### config.mk
export PLATFORM = sky130hd
export DESIGN_NAME = qla_board_top
export DESIGN_NICKNAME = d
export VERILOG_FILES = /design/src/verilog/qla_bus_pkg.sv /design/src/verilog/qla_axis_pkg.sv /design/src/verilog/reg_write_decode.sv /design/src/verilog/axis_channel.sv /design/src/verilog/board_readback.sv /design/src/verilog/qla_board_top.sv
export SDC_FILE = /design/constraint.sdc
export NUM_CORES = 1
export LEC_CHECK = 0
export BUFFER_PORTS_ARGS = -buffer_cell sky130_fd_sc_hd__clkbuf_2
export CORE_ASPECT_RATIO = 1.25
export CORE_MARGIN = 2
export CORE_UTILIZATION = 49
export DETAILED_ROUTE_END_ITERATION = 7
export PLACE_DENSITY = 0.77
export RECOVER_POWER = 100
export SYNTH_ARGS = -nofsm -noshare
export SYNTH_HDL_FRONTEND = slang
export SYNTH_SLANG_ARGS = --single-unit
### constraint.sdc
create_clock -name sysclk -period 2.3 [get_ports sysclk]
set_input_delay 0.23 -clock sysclk [delete_from_list [all_inputs] [get_ports sysclk]]
set_output_delay 0.23 -clock sysclk [all_outputs]
set_load 0.005 [all_outputs]
### src/verilog/qla_bus_pkg.sv
// host register bus definitions

package qla_bus_pkg;

    // ------------------------------------------------
    // bus widths
    // ------------------------------------------------
    typedef logic [15:0] reg_addr_t;   // host register address
    typedef logic [31:0] reg_data_t;   // host register data word
    typedef logic [3:0]  addr_nib_t;   // one address nibble
    typedef logic [3:0]  board_id_t;   // rotary switch id

    // ------------------------------------------------
    // register map
    // ------------------------------------------------
    // addr[15:12] picks the space
    localparam addr_nib_t ADDR_SPACE_MAIN = 4'h0;

    // addr[7:4] picks the channel, 0 is the board itself
    localparam addr_nib_t CHAN_BOARD = 4'h0;

    // addr[3:0] picks the register within a channel
    localparam addr_nib_t OFF_ADC_DATA = 4'h0;   // feedback sample, board status on chan 0
    localparam addr_nib_t OFF_DAC_CTRL = 4'h1;   // current command
    localparam addr_nib_t OFF_AMP_CTRL = 4'h2;   // amp enable and trip flag

    // board id sits in the top byte of the status word
    localparam int BOARD_ID_LSB = 24;

    // host write, wen high for one cycle per write
    typedef struct packed {
        logic      wen;
        reg_addr_t waddr;
        reg_data_t wdata;
    } reg_wr_t;

endpackage

### src/verilog/qla_axis_pkg.sv
// motor axis definitions

package qla_axis_pkg;

    // ------------------------------------------------
    // axis count and current type
    // ------------------------------------------------
    localparam int NUM_AXES = 4;

    typedef logic [1:0]  axis_idx_t;   // axis 1..4 stored as 0..3
    typedef logic [15:0] cur_t;        // unsigned current code, cmd and fb alike

    // ------------------------------------------------
    // safety check
    // ------------------------------------------------
    // consecutive over-limit samples needed to trip
    localparam int SAFETY_TRIP_COUNT = 4;
    localparam int TRIP_CNT_W = $clog2(SAFETY_TRIP_COUNT) + 1;

    typedef logic [TRIP_CNT_W-1:0] trip_cnt_t;

    typedef enum logic {
        SAFE_ARMED,     // amp may run
        SAFE_TRIPPED    // held off until amp ctrl write
    } safety_state_t;

    // decoded writes for one axis
    typedef struct packed {
        logic dac_wen;
        cur_t dac_data;
        logic amp_wen;
        logic amp_en;
    } axis_wr_t;

    // per axis state for readback
    typedef struct packed {
        cur_t fb_last;
        cur_t cmd;
        logic amp_en;
        logic tripped;
    } axis_status_t;

endpackage

### src/verilog/reg_write_decode.sv
// register write decoder

`timescale 1ns/1ps

module reg_write_decode (
    input  logic                                               sysclk,
    input  logic                                               rst,
    input  qla_bus_pkg::reg_wr_t                               host_wr,
    output qla_axis_pkg::axis_wr_t [qla_axis_pkg::NUM_AXES-1:0] axis_wr
);

    import qla_bus_pkg::*;
    import qla_axis_pkg::*;

    addr_nib_t wr_space;
    addr_nib_t wr_chan;
    addr_nib_t wr_off;
    logic      chan_ok;
    axis_idx_t wr_axis;
    logic      main_wr;
    logic      dac_hit;
    logic      amp_hit;

    // ------------------------------------------------
    // address split
    // ------------------------------------------------
    assign wr_space = host_wr.waddr[15:12];
    assign wr_chan  = host_wr.waddr[7:4];   // bits 11:8 not decoded
    assign wr_off   = host_wr.waddr[3:0];

    // only channels 1..NUM_AXES are axes
    assign chan_ok = (wr_chan != CHAN_BOARD) && (wr_chan <= addr_nib_t'(NUM_AXES));
    assign wr_axis = axis_idx_t'(wr_chan - 4'd1);   // chan 1 -> axis slot 0

    assign main_wr = host_wr.wen && (wr_space == ADDR_SPACE_MAIN) && chan_ok;
    assign dac_hit = main_wr && (wr_off == OFF_DAC_CTRL);
    assign amp_hit = main_wr && (wr_off == OFF_AMP_CTRL);   // other offsets dropped

    // ------------------------------------------------
    // registered one-hot pulses
    // ------------------------------------------------
    always_ff @(posedge sysclk) begin
        for (int i = 0; i < NUM_AXES; i++) begin
            // data fields follow the bus every cycle
            axis_wr[i].dac_data <= host_wr.wdata[$bits(cur_t)-1:0];
            axis_wr[i].amp_en   <= host_wr.wdata[0];
            if (rst) begin
                axis_wr[i].dac_wen <= 1'b0;
                axis_wr[i].amp_wen <= 1'b0;
            end else begin
                axis_wr[i].dac_wen <= dac_hit && (wr_axis == axis_idx_t'(i));
                axis_wr[i].amp_wen <= amp_hit && (wr_axis == axis_idx_t'(i));
            end
        end
    end

endmodule

### src/verilog/axis_channel.sv
// single motor axis channel

`timescale 1ns/1ps

module axis_channel (
    input  logic                       sysclk,
    input  logic                       rst,
    input  qla_axis_pkg::axis_wr_t     axis_wr,
    input  qla_axis_pkg::cur_t         cur_fb,
    input  logic                       cur_valid,
    output qla_axis_pkg::cur_t         dac_cmd,
    output logic                       amp_disable,
    output qla_axis_pkg::axis_status_t status
);

    import qla_axis_pkg::*;

    cur_t          cmd_q;        // current command
    cur_t          fb_q;         // last feedback sample
    logic          amp_en_q;
    logic          amp_en_d;
    logic          amp_dis_q;
    safety_state_t state_q;
    safety_state_t state_d;
    trip_cnt_t     cnt_q;        // consecutive over-limit samples
    trip_cnt_t     cnt_d;
    logic          over_lim;

    // fb > 2*cmd, both sides at 17 bits
    assign over_lim = {1'b0, cur_fb} > {cmd_q, 1'b0};

    // amp enable only moves on an amp ctrl write
    assign amp_en_d = axis_wr.amp_wen ? axis_wr.amp_en : amp_en_q;

    // ------------------------------------------------
    // safety FSM next state
    // ------------------------------------------------
    always_comb begin
        state_d = state_q;
        cnt_d   = cnt_q;
        if (axis_wr.amp_wen) begin
            // amp ctrl write rearms, wins over a sample in the same cycle
            state_d = SAFE_ARMED;
            cnt_d   = '0;
        end else begin
            case (state_q)
                SAFE_ARMED: begin
                    if (cur_valid) begin
                        if (!over_lim) begin
                            cnt_d = '0;   // run broken
                        end else if (cnt_q == trip_cnt_t'(SAFETY_TRIP_COUNT - 1)) begin
                            cnt_d   = cnt_q + 1'b1;
                            state_d = SAFE_TRIPPED;
                        end else begin
                            cnt_d = cnt_q + 1'b1;
                        end
                    end
                end
                SAFE_TRIPPED: begin
                    state_d = SAFE_TRIPPED;   // latched
                end
                default: begin
                    state_d = SAFE_ARMED;
                    cnt_d   = '0;
                end
            endcase
        end
    end

    // ------------------------------------------------
    // registers
    // ------------------------------------------------
    always_ff @(posedge sysclk) begin
        if (rst) begin
            cmd_q     <= '0;
            fb_q      <= '0;
            amp_en_q  <= 1'b0;
            amp_dis_q <= 1'b1;   // amp off out of reset
            state_q   <= SAFE_ARMED;
            cnt_q     <= '0;
        end else begin
            if (axis_wr.dac_wen) begin
                cmd_q <= axis_wr.dac_data;
            end
            if (cur_valid) begin
                fb_q <= cur_fb;
            end
            amp_en_q <= amp_en_d;
            state_q  <= state_d;
            cnt_q    <= cnt_d;
            // from next-state values so a trip shows the same edge
            amp_dis_q <= !amp_en_d || (state_d == SAFE_TRIPPED);
        end
    end

    assign dac_cmd     = cmd_q;
    assign amp_disable = amp_dis_q;

    assign status.fb_last = fb_q;
    assign status.cmd     = cmd_q;
    assign status.amp_en  = amp_en_q;
    assign status.tripped = (state_q == SAFE_TRIPPED);

endmodule

### src/verilog/board_readback.sv
// board status and register readback

`timescale 1ns/1ps

module board_readback (
    input  logic                                                   sysclk,
    input  logic                                                   rst,
    input  qla_bus_pkg::board_id_t                                 board_id,
    input  qla_bus_pkg::reg_addr_t                                 reg_raddr,
    input  qla_axis_pkg::axis_status_t [qla_axis_pkg::NUM_AXES-1:0] axis_status,
    input  logic [qla_axis_pkg::NUM_AXES-1:0]                      amp_disable,
    output qla_bus_pkg::reg_data_t                                 reg_rdata
);

    import qla_bus_pkg::*;
    import qla_axis_pkg::*;

    addr_nib_t               rd_space;
    addr_nib_t               rd_chan;
    addr_nib_t               rd_off;
    axis_idx_t               rd_axis;
    axis_status_t            sel;          // addressed axis
    logic [NUM_AXES-1:0]     trip_flags;
    reg_data_t               status_word;
    reg_data_t               rd_mux;
    reg_data_t               rdata_q;

    assign rd_space = reg_raddr[15:12];
    assign rd_chan  = reg_raddr[7:4];
    assign rd_off   = reg_raddr[3:0];
    assign rd_axis  = axis_idx_t'(rd_chan - 4'd1);

    // ------------------------------------------------
    // board status word
    // ------------------------------------------------
    always_comb begin
        for (int i = 0; i < NUM_AXES; i++) begin
            trip_flags[i] = axis_status[i].tripped;
        end
        status_word = '0;
        status_word[NUM_AXES-1:0]          = amp_disable;   // axis 1 in bit 0
        status_word[2*NUM_AXES-1:NUM_AXES] = trip_flags;
        status_word[BOARD_ID_LSB +: $bits(board_id_t)] = board_id;
    end

    // ------------------------------------------------
    // read mux
    // ------------------------------------------------
    always_comb begin
        sel    = axis_status[rd_axis];
        rd_mux = '0;   // unmapped reads give 0
        if (rd_space == ADDR_SPACE_MAIN) begin
            if (rd_chan == CHAN_BOARD) begin
                if (rd_off == OFF_ADC_DATA) begin
                    rd_mux = status_word;
                end
            end else if (rd_chan <= addr_nib_t'(NUM_AXES)) begin
                case (rd_off)
                    OFF_ADC_DATA: rd_mux = reg_data_t'(sel.fb_last);
                    OFF_DAC_CTRL: rd_mux = reg_data_t'(sel.cmd);
                    OFF_AMP_CTRL: rd_mux = reg_data_t'({sel.tripped, sel.amp_en});
                    default:      rd_mux = '0;
                endcase
            end
        end
    end

    // one cycle read latency
    always_ff @(posedge sysclk) begin
        if (rst) begin
            rdata_q <= '0;
        end else begin
            rdata_q <= rd_mux;
        end
    end

    assign reg_rdata = rdata_q;

endmodule

### src/verilog/qla_board_top.sv
// motor axis board top level

`timescale 1ns/1ps

module qla_board_top (
    input  logic                                           sysclk,
    input  logic                                           rst,
    input  qla_bus_pkg::board_id_t                         board_id,      // static
    input  qla_bus_pkg::reg_wr_t                           host_wr,
    input  qla_bus_pkg::reg_addr_t                         reg_raddr,
    output qla_bus_pkg::reg_data_t                         reg_rdata,
    input  qla_axis_pkg::cur_t [qla_axis_pkg::NUM_AXES-1:0] cur_fb,        // adc samples
    input  logic [qla_axis_pkg::NUM_AXES-1:0]              cur_valid,
    output qla_axis_pkg::cur_t [qla_axis_pkg::NUM_AXES-1:0] dac_cmd,
    output logic [qla_axis_pkg::NUM_AXES-1:0]              amp_disable
);

    import qla_axis_pkg::*;

    axis_wr_t     [NUM_AXES-1:0] axis_wr;       // decoder to channels
    axis_status_t [NUM_AXES-1:0] axis_status;   // channels to readback

    // ------------------------------------------------
    // write decode
    // ------------------------------------------------
    reg_write_decode reg_write_decode_i (
        .sysclk  (sysclk),
        .rst     (rst),
        .host_wr (host_wr),
        .axis_wr (axis_wr)
    );

    // ------------------------------------------------
    // axis channels 1..4
    // ------------------------------------------------
    for (genvar g = 0; g < NUM_AXES; g++) begin : g_axis
        axis_channel axis_channel_i (
            .sysclk      (sysclk),
            .rst         (rst),
            .axis_wr     (axis_wr[g]),
            .cur_fb      (cur_fb[g]),
            .cur_valid   (cur_valid[g]),
            .dac_cmd     (dac_cmd[g]),
            .amp_disable (amp_disable[g]),
            .status      (axis_status[g])
        );
    end

    // ------------------------------------------------
    // readback, status word
    // ------------------------------------------------
    board_readback board_readback_i (
        .sysclk      (sysclk),
        .rst         (rst),
        .board_id    (board_id),
        .reg_raddr   (reg_raddr),
        .axis_status (axis_status),
        .amp_disable (amp_disable),
        .reg_rdata   (reg_rdata)
    );

endmodule

==> impl_metrics.yaml, run 1 <==
logic_synthesis:
  ys_warn_count: 0
  yosysSeqAreaShare_pct: 39.49
  synth_top_family_by_area: "multiplexers"
  synth_compound_area_share_pct: 7.354
  postSynthAreaPerCell_sq_um: 9.986
  yosys.area_share.xor_xnor_pct: 0.1763
  syn_area_sq_um: 9936
  synth_cells: 995
  ys.flop_type: "dfxtp_1"
  ys_ff_latch: 196
  synth_edf_count: 0
  yosys.area_share.simple_pct: 12.32
  async_flop_share_pct: 0
  synth.distinct_cells: 55
  synth.mux.area_fraction_pct: 21.24
  synth-adder-area-share_pct: 8.689
cts:
  cts_buffers: 17
  cts_tree: "yes"
  clk_path_buf_depth: 2
  clk_pin_slew_ns: 0.07
  cts_sinks: 196
  cts-root-buf: "clkbuf_16"
  clock_latency_ns: 0.44
  htreeDepth: 4
  cts_setup_buffers: 0
detailed_routing:
  drc_errors: 0
  first_pass_iters: 5
  wl_per_cell_um: 18.71
  drt_iter0_markers: 683
  avgViaCountPerCell: 5.480
  wl_mm: 26.88
  ant_nets: 0
  num_vias: 7875
cells_and_area:
  area_growth_pct: 15.73
  layout_common_cells: "dfxtp_1, nor2_1, clkbuf_2, mux2i_1, clkbuf_1"
  final_core_util_pct: 57.41
  layout_commonest_cell: "dfxtp_1"
  nNetsFinal: 1361
  drive_above_1_share_pct: 20.58
global_routing:
  grt_util_all_layers_pct: 24.85
  busiest_layer: "met2"
  antenna_found_initial: 0
  grt_pass1_vias: 7636
  grt_start_max_net_pins: 48
  grt_pass1_wl_mm: 41.30
  use_met3_pct: 6.176
  use_met2_pct: 40.29
  grt-ovfl-total: 0
  grt_util_met1_pct: 31.45
die:
  num_rows: 58
  fp.dieH_um: 163.2
  core_area_sq_um: 20030
  fp.dieW_um: 131.4
  start_util_pct: 49.61
  dieArea_sq_um: 21440
  io_pins: 239
critical_path:
  crit_fanout: 4
  worstSetupPathType: "flip-flop to flip-flop"
  cp_data_arrival_time_ns: 2.54
  critical_path.startpoint_type: "flip-flop"
  crit_required_ns: 2.63
  endpoint_kind: "flip-flop"
pwr:
  total_power_mw: 7.462
  p_leak_nw: 4.605
  pwr-share-seq_pct: 47.7
  pwr-share-clk_pct: 42.9
  p_int_mw: 5.701
  netSwitchingPower_mw: 1.761
  comb_power_share_pct: 9.3
  peakVddDrop_v: 0.0005130
  pwr_density_cell_nw_per_um2: 648.9
  swShare_pct: 23.60
timing:
  slew_headroom_pct: 7.175
  max_freq_mhz: 453.6
  final.period_utilization_pct: 95.85
  setup_viol: 0
  skew_ns: 0.006725
  maxSlewViolCount: 0
  rsz0062_at_grt: "true"
  post-route-min-period_ns: 2.204
  finalHoldViolCount: 0
  worstMarginPinSlew_ns: 1.392
min_path:
  hp-class: "input port to flip-flop"
placement:
  place_congestion: 0.8951
  port_buffers: 202
  hpwl_mm: 20.75
job:
  maxCapViolCount: 0
run_status:
  status: "finished, final reports clean"
## power groups by stage
stage	Combinational, mW	Sequential (mW)	Clock, mW
2_1_floorplan	0.443	3.60	0
3_3_place_gp	0.644	3.63	0
3_5_place_dp	0.665	3.63	0
4_1_cts	0.696	3.56	3.23
5_1_grt	0.761	3.57	3.38
6_report	0.697	3.56	3.20
## per-layer routing
layer / vias up / routed length (um)
li1: 3698 / -
met1: 3751 / 11000
met2: 354 / 12730
met3: 72 / 2128
met4: 0 / 1021
met5: - / 0
## through the flow
stage | area (sq um) | TNS (ns) | std cells | hold WS (ns) | setup WS [ns]
floorplan | 9981 | 0 | 1006 | 0.2577 | 0.05876
global placement | 10790 | 0 | 1384 | 0.3323 | 0.1586
detailed placement | 10790 | 0 | 1384 | 0.3339 | 0.09699
CTS | 11620 | 0 | 1436 | 0.03660 | 0.06918
global route | 11500 | -0.005294 | 1436 | 0.04358 | -0.005294
finish | 11500 | 0 | 1437 | 0.04508 | 0.09550
## layout make-up
class,instances,area [sq um]
Tap cell,270,337.8
Clock inverter,11,171.4
Fill cell,1737,8531
Sequential cell,196,3924
Clock buffer,21,460.4
Inverter,74,277.8
Multi-Input combinational cell,611,5002
Antenna cell,1,2.502
Timing Repair Buffer,253,1323
## cells by family after synthesis
group | after synthesis
mux | 168
simple gates | 259
buf+inv | 199
other cells | 1
fa+ha+maj | 69
xor+xnor | 2
compound gates | 101
flops | 196
## final timing paths
path                                                startpoint                                        endpoint  slack, ns  depth (start not counted)
max          g_axis[2].axis_channel_i.dac_cmd[11]$_SDFFE_PP0P_     g_axis[2].axis_channel_i.state_q$_SDFF_PP0_        0.1                          8
min                                                  cur_fb[1]   g_axis[0].axis_channel_i.fb_q[1]$_SDFFE_PP0P_       0.05                          3
max reg2reg  g_axis[2].axis_channel_i.dac_cmd[11]$_SDFFE_PP0P_     g_axis[2].axis_channel_i.state_q$_SDFF_PP0_        0.1                          8
min reg2reg     g_axis[0].axis_channel_i.cnt_q[2]$_SDFFE_PP0P_  g_axis[0].axis_channel_i.cnt_q[2]$_SDFFE_PP0P_       0.46                          2
## cell usage after synthesis, drive strengths merged, types with 5 or more instances
library cell	n	area, sq um
nor3	8	45.04
o221ai	6	52.55
nand2	36	135.1
mux4	34	769.5
nand4b	9	93.84
nor4	9	77.57
inv	74	277.8
o21a	5	37.54
dfxtp	196	3924
ha	69	863.3
a21o	5	37.54
mux2i	134	1341
o21ai	15	75.07
nor2	157	589.3
a22oi	14	105.1
clkbuf	30	112.6
o31ai	6	50.05
nand3	7	35.03
a21oi	27	135.1
a21boi	5	41.28
nand4	9	56.30
buf	95	671.9
## worst max-delay path: stages (launching register included)
cell       delay [ns]
dfxtp_1          0.38
inv_1            0.06
ha_1             0.31
nand4_1          0.17
nor4_1           0.31
buf_4            0.17
a21boi_2         0.17
o31ai_1          0.15
a2111oi_2        0.38
## repair_timing
action | in CTS | in global routing
hold buffers | 20 | 0
gates resized for setup | 0 | 3
hold endpoints to repair | 20 | 0
setup endpoints to repair | 0 | 4
## flip-flops by register name, indices dropped and copies added (netlist names)
register,flops
board_readback_i.reg_rdata,20
reg_write_decode_i.axis_wr,24
g_axis.axis_channel_i.dac_cmd,64
g_axis.axis_channel_i.cnt_q,12
g_axis.axis_channel_i.state_q,4
g_axis.axis_channel_i.fb_q,64
g_axis.axis_channel_i.amp_en_q,4
g_axis.axis_channel_i.amp_disable,4
No activity file was read; power rests on OpenSTA's default activity.
==> run 2: changes to the inputs <==
--- a/config.mk
+++ b/config.mk
@@ -6,11 +6,13 @@
 export NUM_CORES = 1
 export LEC_CHECK = 0
 export BUFFER_PORTS_ARGS = -buffer_cell sky130_fd_sc_hd__clkbuf_2
+export CELL_PAD_IN_SITES_DETAIL_PLACEMENT = 0
+export CELL_PAD_IN_SITES_GLOBAL_PLACEMENT = 1
 export CORE_ASPECT_RATIO = 1.25
 export CORE_MARGIN = 2
-export CORE_UTILIZATION = 49
+export CORE_UTILIZATION = 37
 export DETAILED_ROUTE_END_ITERATION = 7
-export PLACE_DENSITY = 0.77
+export PLACE_DENSITY_LB_ADDON = 0.1
 export RECOVER_POWER = 100
 export SYNTH_ARGS = -nofsm -noshare
 export SYNTH_HDL_FRONTEND = slang
==> impl_metrics.yaml, run 2 (synthesis gave the netlist of run 1 again) <==
cells_and_area:
  antennaDiodeCount: 0
  area_growth_pct: 17.53
  layout_commonest_cell: "dfxtp_1"
  layout_common_cells: "dfxtp_1, clkbuf_2, nor2_1, mux2i_1, inv_1"
  layoutNonFillerInstCount: 1520
  drive_above_1_share_pct: 22.98
  final_core_util_pct: 43.94
  nNetsFinal: 1371
  final_cell_area_sq_um: 11680
cts:
  cts_sinks: 196
  clk_pin_slew_ns: 0.08
  cts_buffers: 17
  clk_path_buf_depth: 2
  cts_tree: "yes"
  clock_latency_ns: 0.44
  cts-root-buf: "clkbuf_16"
  htreeDepth: 4
detailed_routing:
  num_vias: 7487
  drt_iter0_markers: 359
  wl_mm: 29.91
  first_pass_iters: 4
  avgViaCountPerCell: 4.926
  wl_per_cell_um: 19.67
  ant_nets: 0
  drc_errors: 0
timing:
  slew_headroom_pct: 11.40
  max_freq_mhz: 437.2
  setup_tns_ns: 0
  finalHoldViolCount: 0
  maxSlewViolCount: 0
  timing.hold.ws_ns: 0.04845
  skew_ns: 0.01137
  final.period_utilization_pct: 99.45
  worstMarginPinSlew_ns: 1.329
  rsz0062_at_grt: "true"
  post-route-min-period_ns: 2.287
  setup_viol: 0
critical_path:
  worstSetupPathType: "input port to flip-flop"
  worstRegToRegCells: 7
  r2r-start: "g_axis[1].axis_channel_i.dac_cmd[12]$_SDFFE_PP0P_"
  crit_required_ns: 2.61
  crit_fanout: 34
  worstReg2RegEnd: "g_axis[1].axis_channel_i.amp_disable$_SDFF_PP1_"
  critical_path.startpoint_type: "input port"
  endpoint_kind: "flip-flop"
  ff2ff_setup_slack_ns: 0.07
  cp_data_arrival_time_ns: 2.60
die:
  fp.dieW_um: 150.6
  num_rows: 67
  dieArea_sq_um: 28190
  start_util_pct: 37.39
  fp.dieH_um: 187.2
  core_area_sq_um: 26570
  io_pins: 239
job:
  maxCapViolCount: 0
min_path:
  hp-class: "input port to flip-flop"
  worstHoldEndpoint: "g_axis[1].axis_channel_i.fb_q[2]$_SDFFE_PP0P_"
  min_from: "cur_fb[18]"
  hold_depth: 3
run_status:
  status: "finished, final reports clean"
placement:
  dpl-instance-area_sq_um: 10970
  place_congestion: 0.8200
  hpwl_mm: 22.36
  place_inst: 1466
  port_buffers: 202
global_routing:
  grt-ovfl-total: 0
  grt_util_all_layers_pct: 21.46
  grt_pass1_wl_mm: 44.68
  grt_pass1_vias: 7412
  grt_start_max_net_pins: 148
  antenna_found_initial: 0
pwr:
  pwr_density_cell_nw_per_um2: 632.5
  p_leak_nw: 4.714
  peakVddDrop_v: 0.0005090
run 2: changes by cell type in the layout (fill, tap and decap cells not counted), sizes merged:
cell      before  now
clkinvlp       2    1
buf           14   13
bufinv         4    3
clkbuf       240  249
clkinv         2    7
inv           77   75
diode          1    0
run 2: routing by layer:
layer  track usage, %  up-vias  wire (um)
met1            29.05     3588      13730
met5                0        -          0
met4            4.853        0        318
met3            3.098       21       1156
li1                 -     3708          -
met2            36.12      170      14700
run 2: critical path: stages:
cell and delay [ns]:
clkbuf_1 0.19, inv_1 0.07, ha_1 0.27, clkbuf_2 0.83, mux4_2 0.45, a22oi_1 0.36, o21ai_0 0.17
run 2: cell type report:
type	count	area, sq um
fillers	2681	14900
repair buffers	263	1400
well taps	345	431.7
flip-flops and latches	196	3925
inverters	74	277.8
clock buffers	19	442.9
multi-input cells	611	5044
clock inverters	12	156.4
run 2: worst max-delay path by stage:
stage | start | endpoint | slack (ns) | cells past startpoint
4_1_cts | g_axis[3].axis_channel_i.dac_cmd[13]$_SDFFE_PP0P_ | g_axis[3].axis_channel_i.state_q$_SDFF_PP0_ | 0.05 | 8
6_report | reg_raddr[4] | board_readback_i.reg_rdata[7]$_SDFF_PP0_ | 0.01 | 7
2_1_floorplan | reg_raddr[4] | board_readback_i.reg_rdata[0]$_SDFF_PP0_ | 0.06 | 9
5_1_grt | g_axis[0].axis_channel_i.dac_cmd[11]$_SDFFE_PP0P_ | g_axis[0].axis_channel_i.state_q$_SDFF_PP0_ | -0.06 | 8
3_3_place_gp | g_axis[3].axis_channel_i.dac_cmd[13]$_SDFFE_PP0P_ | g_axis[3].axis_channel_i.state_q$_SDFF_PP0_ | 0.12 | 8
3_5_place_dp | g_axis[3].axis_channel_i.dac_cmd[13]$_SDFFE_PP0P_ | g_axis[3].axis_channel_i.state_q$_SDFF_PP0_ | 0.07 | 8
run 2: timing repair:
| item | 4_1_cts | 5_1_grt |
|---|---|---|
| resized for setup | 0 | 11 |
| endpoints found under the hold margin | 20 | 0 |
| setup endpoints to repair | 0 | 12 |
| hold buffers | 20 | 0 |
| buffers inserted | 0 | 3 |
run 2: report_power, final:
part           switching (mW)  leakage (nW)  internal [mW]
sequential             0.0685          1.60           3.48
clock                    1.37         0.293           1.74
combinational           0.386          2.82          0.332
total                    1.83          4.71           5.56
run 2: through the flow:
stage,setup slack [ns],total power [mW]
floorplan,0.05876,4.041
global placement,0.1170,4.323
detailed placement,0.07071,4.331
CTS,0.04918,7.482
global route,-0.05667,7.699
finish,0.01265,7.386
==> run 3: changes to the inputs <==
--- a/config.mk
+++ b/config.mk
@@ -12,7 +12,7 @@
 export CORE_MARGIN = 2
 export CORE_UTILIZATION = 37
 export DETAILED_ROUTE_END_ITERATION = 7
-export PLACE_DENSITY_LB_ADDON = 0.1
+export PLACE_DENSITY = 0.82
 export RECOVER_POWER = 100
 export SYNTH_ARGS = -nofsm -noshare
 export SYNTH_HDL_FRONTEND = slang
==> impl_metrics.yaml, run 3 (synthesis gave the netlist of run 1 again) <==
critical_path:
  worstRegToRegCells: 8
  crit_fanout: 4
  crit_required_ns: 2.64
  critical_path_cell_count: 8
  critPathTopFamily: "compound AO/OA/AOI/OAI gates"
  worstSetupPathType: "flip-flop to flip-flop"
  cp_data_arrival_time_ns: 2.54
  cp_slowest_cell: "dfxtp_1"
  max_stage_delay_ns: 0.40
  critical_path.startpoint_type: "flip-flop"
  endpoint_kind: "flip-flop"
  path_cells: "inv_1, ha_1, nand4_1, nor4_1, buf_4, a21boi_2, o31ai_2, a2111oi_2"
  path_buf_inv: 2
placement:
  hpwl_mm: 22.49
  port_buffers: 202
  place_congestion: 0.8775
  place_inst: 1467
  place_ws_ns: 0.1118
run_status:
  status: "complete, but fails checks"
  violations: "max-capacitance violations, max-slew violations"
die:
  io_pins: 239
  start_util_pct: 37.39
  num_rows: 67
  dieArea_sq_um: 28190
  core_area_sq_um: 26570
  fp.dieH_um: 187.2
  fp.dieW_um: 150.6
timing:
  max_freq_mhz: 454.1
  finalHoldViolCount: 0
  post-route-min-period_ns: 2.202
  worst_slack_ns: 0.09793
  setup_viol: 0
  slew_headroom_pct: -2.121
  setup_tns_ns: 0
  skew_ns: 0.008234
  rsz0062_at_grt: "false"
  final.period_utilization_pct: 95.74
  maxSlewViolCount: 99
  worstMarginPinSlew_ns: 1.532
cts:
  clock_latency_ns: 0.44
  clk_pin_slew_ns: 0.07
  cts_sinks: 196
  clk_path_buf_depth: 2
  cts_buffers: 17
  cts_tree: "yes"
  htreeDepth: 4
  cts-root-buf: "clkbuf_16"
  cts_setup_buffers: 0
pwr:
  pwr-share-seq_pct: 48.7
  peakVddDrop_v: 0.0004678
  netSwitchingPower_mw: 1.780
  total_power_mw: 7.315
  p_int_mw: 5.535
  pwr_density_cell_nw_per_um2: 630.7
  p_leak_nw: 4.625
  pwr-share-clk_pct: 41.9
  swShare_pct: 24.34
  comb_power_share_pct: 9.4
cells_and_area:
  nNetsFinal: 1369
  layout_common_cells: "dfxtp_1, clkbuf_2, nor2_1, mux2i_1, inv_1"
  layout_commonest_cell: "dfxtp_1"
  area_growth_pct: 16.72
  drive_above_1_share_pct: 21.29
  n_fill_cell: 2569
  layoutNonFillerInstCount: 1521
detailed_routing:
  drc_errors: 0
  wl_mm: 28.39
  num_vias: 7718
  ant_nets: 0
  drt_iter0_markers: 467
  first_pass_iters: 5
  avgViaCountPerCell: 5.074
  wl_per_cell_um: 18.67
global_routing:
  grt_pass1_wl_mm: 42.92
  grt_util_all_layers_pct: 20.08
  antenna_found_initial: 3
  grt_pass1_vias: 7475
  grt-ovfl-total: 0
  grt_start_max_net_pins: 82
min_path:
  hold_depth: 3
  hp-class: "input port to flip-flop"
job:
  maxCapViolCount: 2
## run 3: cell types whose count changed in the layout (fill, tap and decap cells not counted), moves of 2 or more
cell        change
clkinvlp_4      +3
clkinv_4        -3
diode_2         +2
clkinv_2        -2
buf_4           -2
clkbuf_1       +13
clkbuf_2       -11
o41ai_2         -3
o41ai_1         +3
## run 3: power groups by stage
stage	Clock [mW]	Sequential (mW)	Combinational, mW
after floorplan	0	3.60	0.443
after detailed placement	0	3.64	0.670
after global placement	0	3.63	0.651
final	3.06	3.56	0.689
after CTS	3.09	3.56	0.700
after global routing	3.23	3.57	0.764
## run 3: through the flow
| step | hold WS [ns] | utilization (%) | area [sq um] |
|---|---|---|---|
| final | 0.04765 | 43.64 | 11600 |
| after global routing | 0.05269 | 43.63 | 11590 |
| after CTS | 0.03676 | 44.21 | 11750 |
| after detailed placement | 0.3347 | 41.23 | 10960 |
| after global placement | 0.3324 | 41.23 | 10960 |
| after floorplan | 0.2577 | - | 9981 |
## run 3: layer usage
| metal | up-vias | share of wire (%) | track usage [%] |
|---|---|---|---|
| met5 | - | 0.046 | 0 |
| met4 | 2 | 3.4 | 7.980 |
| met3 | 50 | 6.2 | 4.610 |
| met2 | 236 | 47 | 31.75 |
| met1 | 3715 | 44 | 26.45 |
| li1 | 3715 | - | - |
## run 3: layout make-up
type / instances / area, sq um / share of cell area (%)
Sequential cell: 196 / 3924 / 33.83
Inverter: 74 / 277.8 / 2.395
Multi-Input combinational cell: 611 / 4995 / 43.07
Clock buffer: 21 / 440.4 / 3.798
Antenna cell: 2 / 5.005 / 0.04315
Clock inverter: 11 / 151.4 / 1.305
Timing Repair Buffer: 261 / 1373 / 11.84
Tap cell: 345 / 431.7 / 3.722
## run 3: timing repair
item	4_1_cts	5_1_grt
setup endpoints to repair	0	2
gates resized for setup	0	2
hold buffers	20	0
endpoints found under the hold margin	20	0
## run 3: final timing paths
| path | slack (ns) | from | to |
|---|---|---|---|
| setup / recovery | 0.1 | g_axis[2].axis_channel_i.dac_cmd[10]$_SDFFE_PP0P_ | g_axis[2].axis_channel_i.state_q$_SDFF_PP0_ |
| hold reg to reg | 0.46 | g_axis[0].axis_channel_i.cnt_q[2]$_SDFFE_PP0P_ | g_axis[0].axis_channel_i.cnt_q[2]$_SDFFE_PP0P_ |
| hold / removal | 0.05 | cur_fb[55] | g_axis[3].axis_channel_i.fb_q[7]$_SDFFE_PP0P_ |
| setup reg to reg | 0.1 | g_axis[2].axis_channel_i.dac_cmd[10]$_SDFFE_PP0P_ | g_axis[2].axis_channel_i.state_q$_SDFF_PP0_ |
## run 3: tightest hold or removal path: stages
cell and delay, ns:
clkbuf_2 0.09, mux2i_1 0.06, nor2_1 0.07
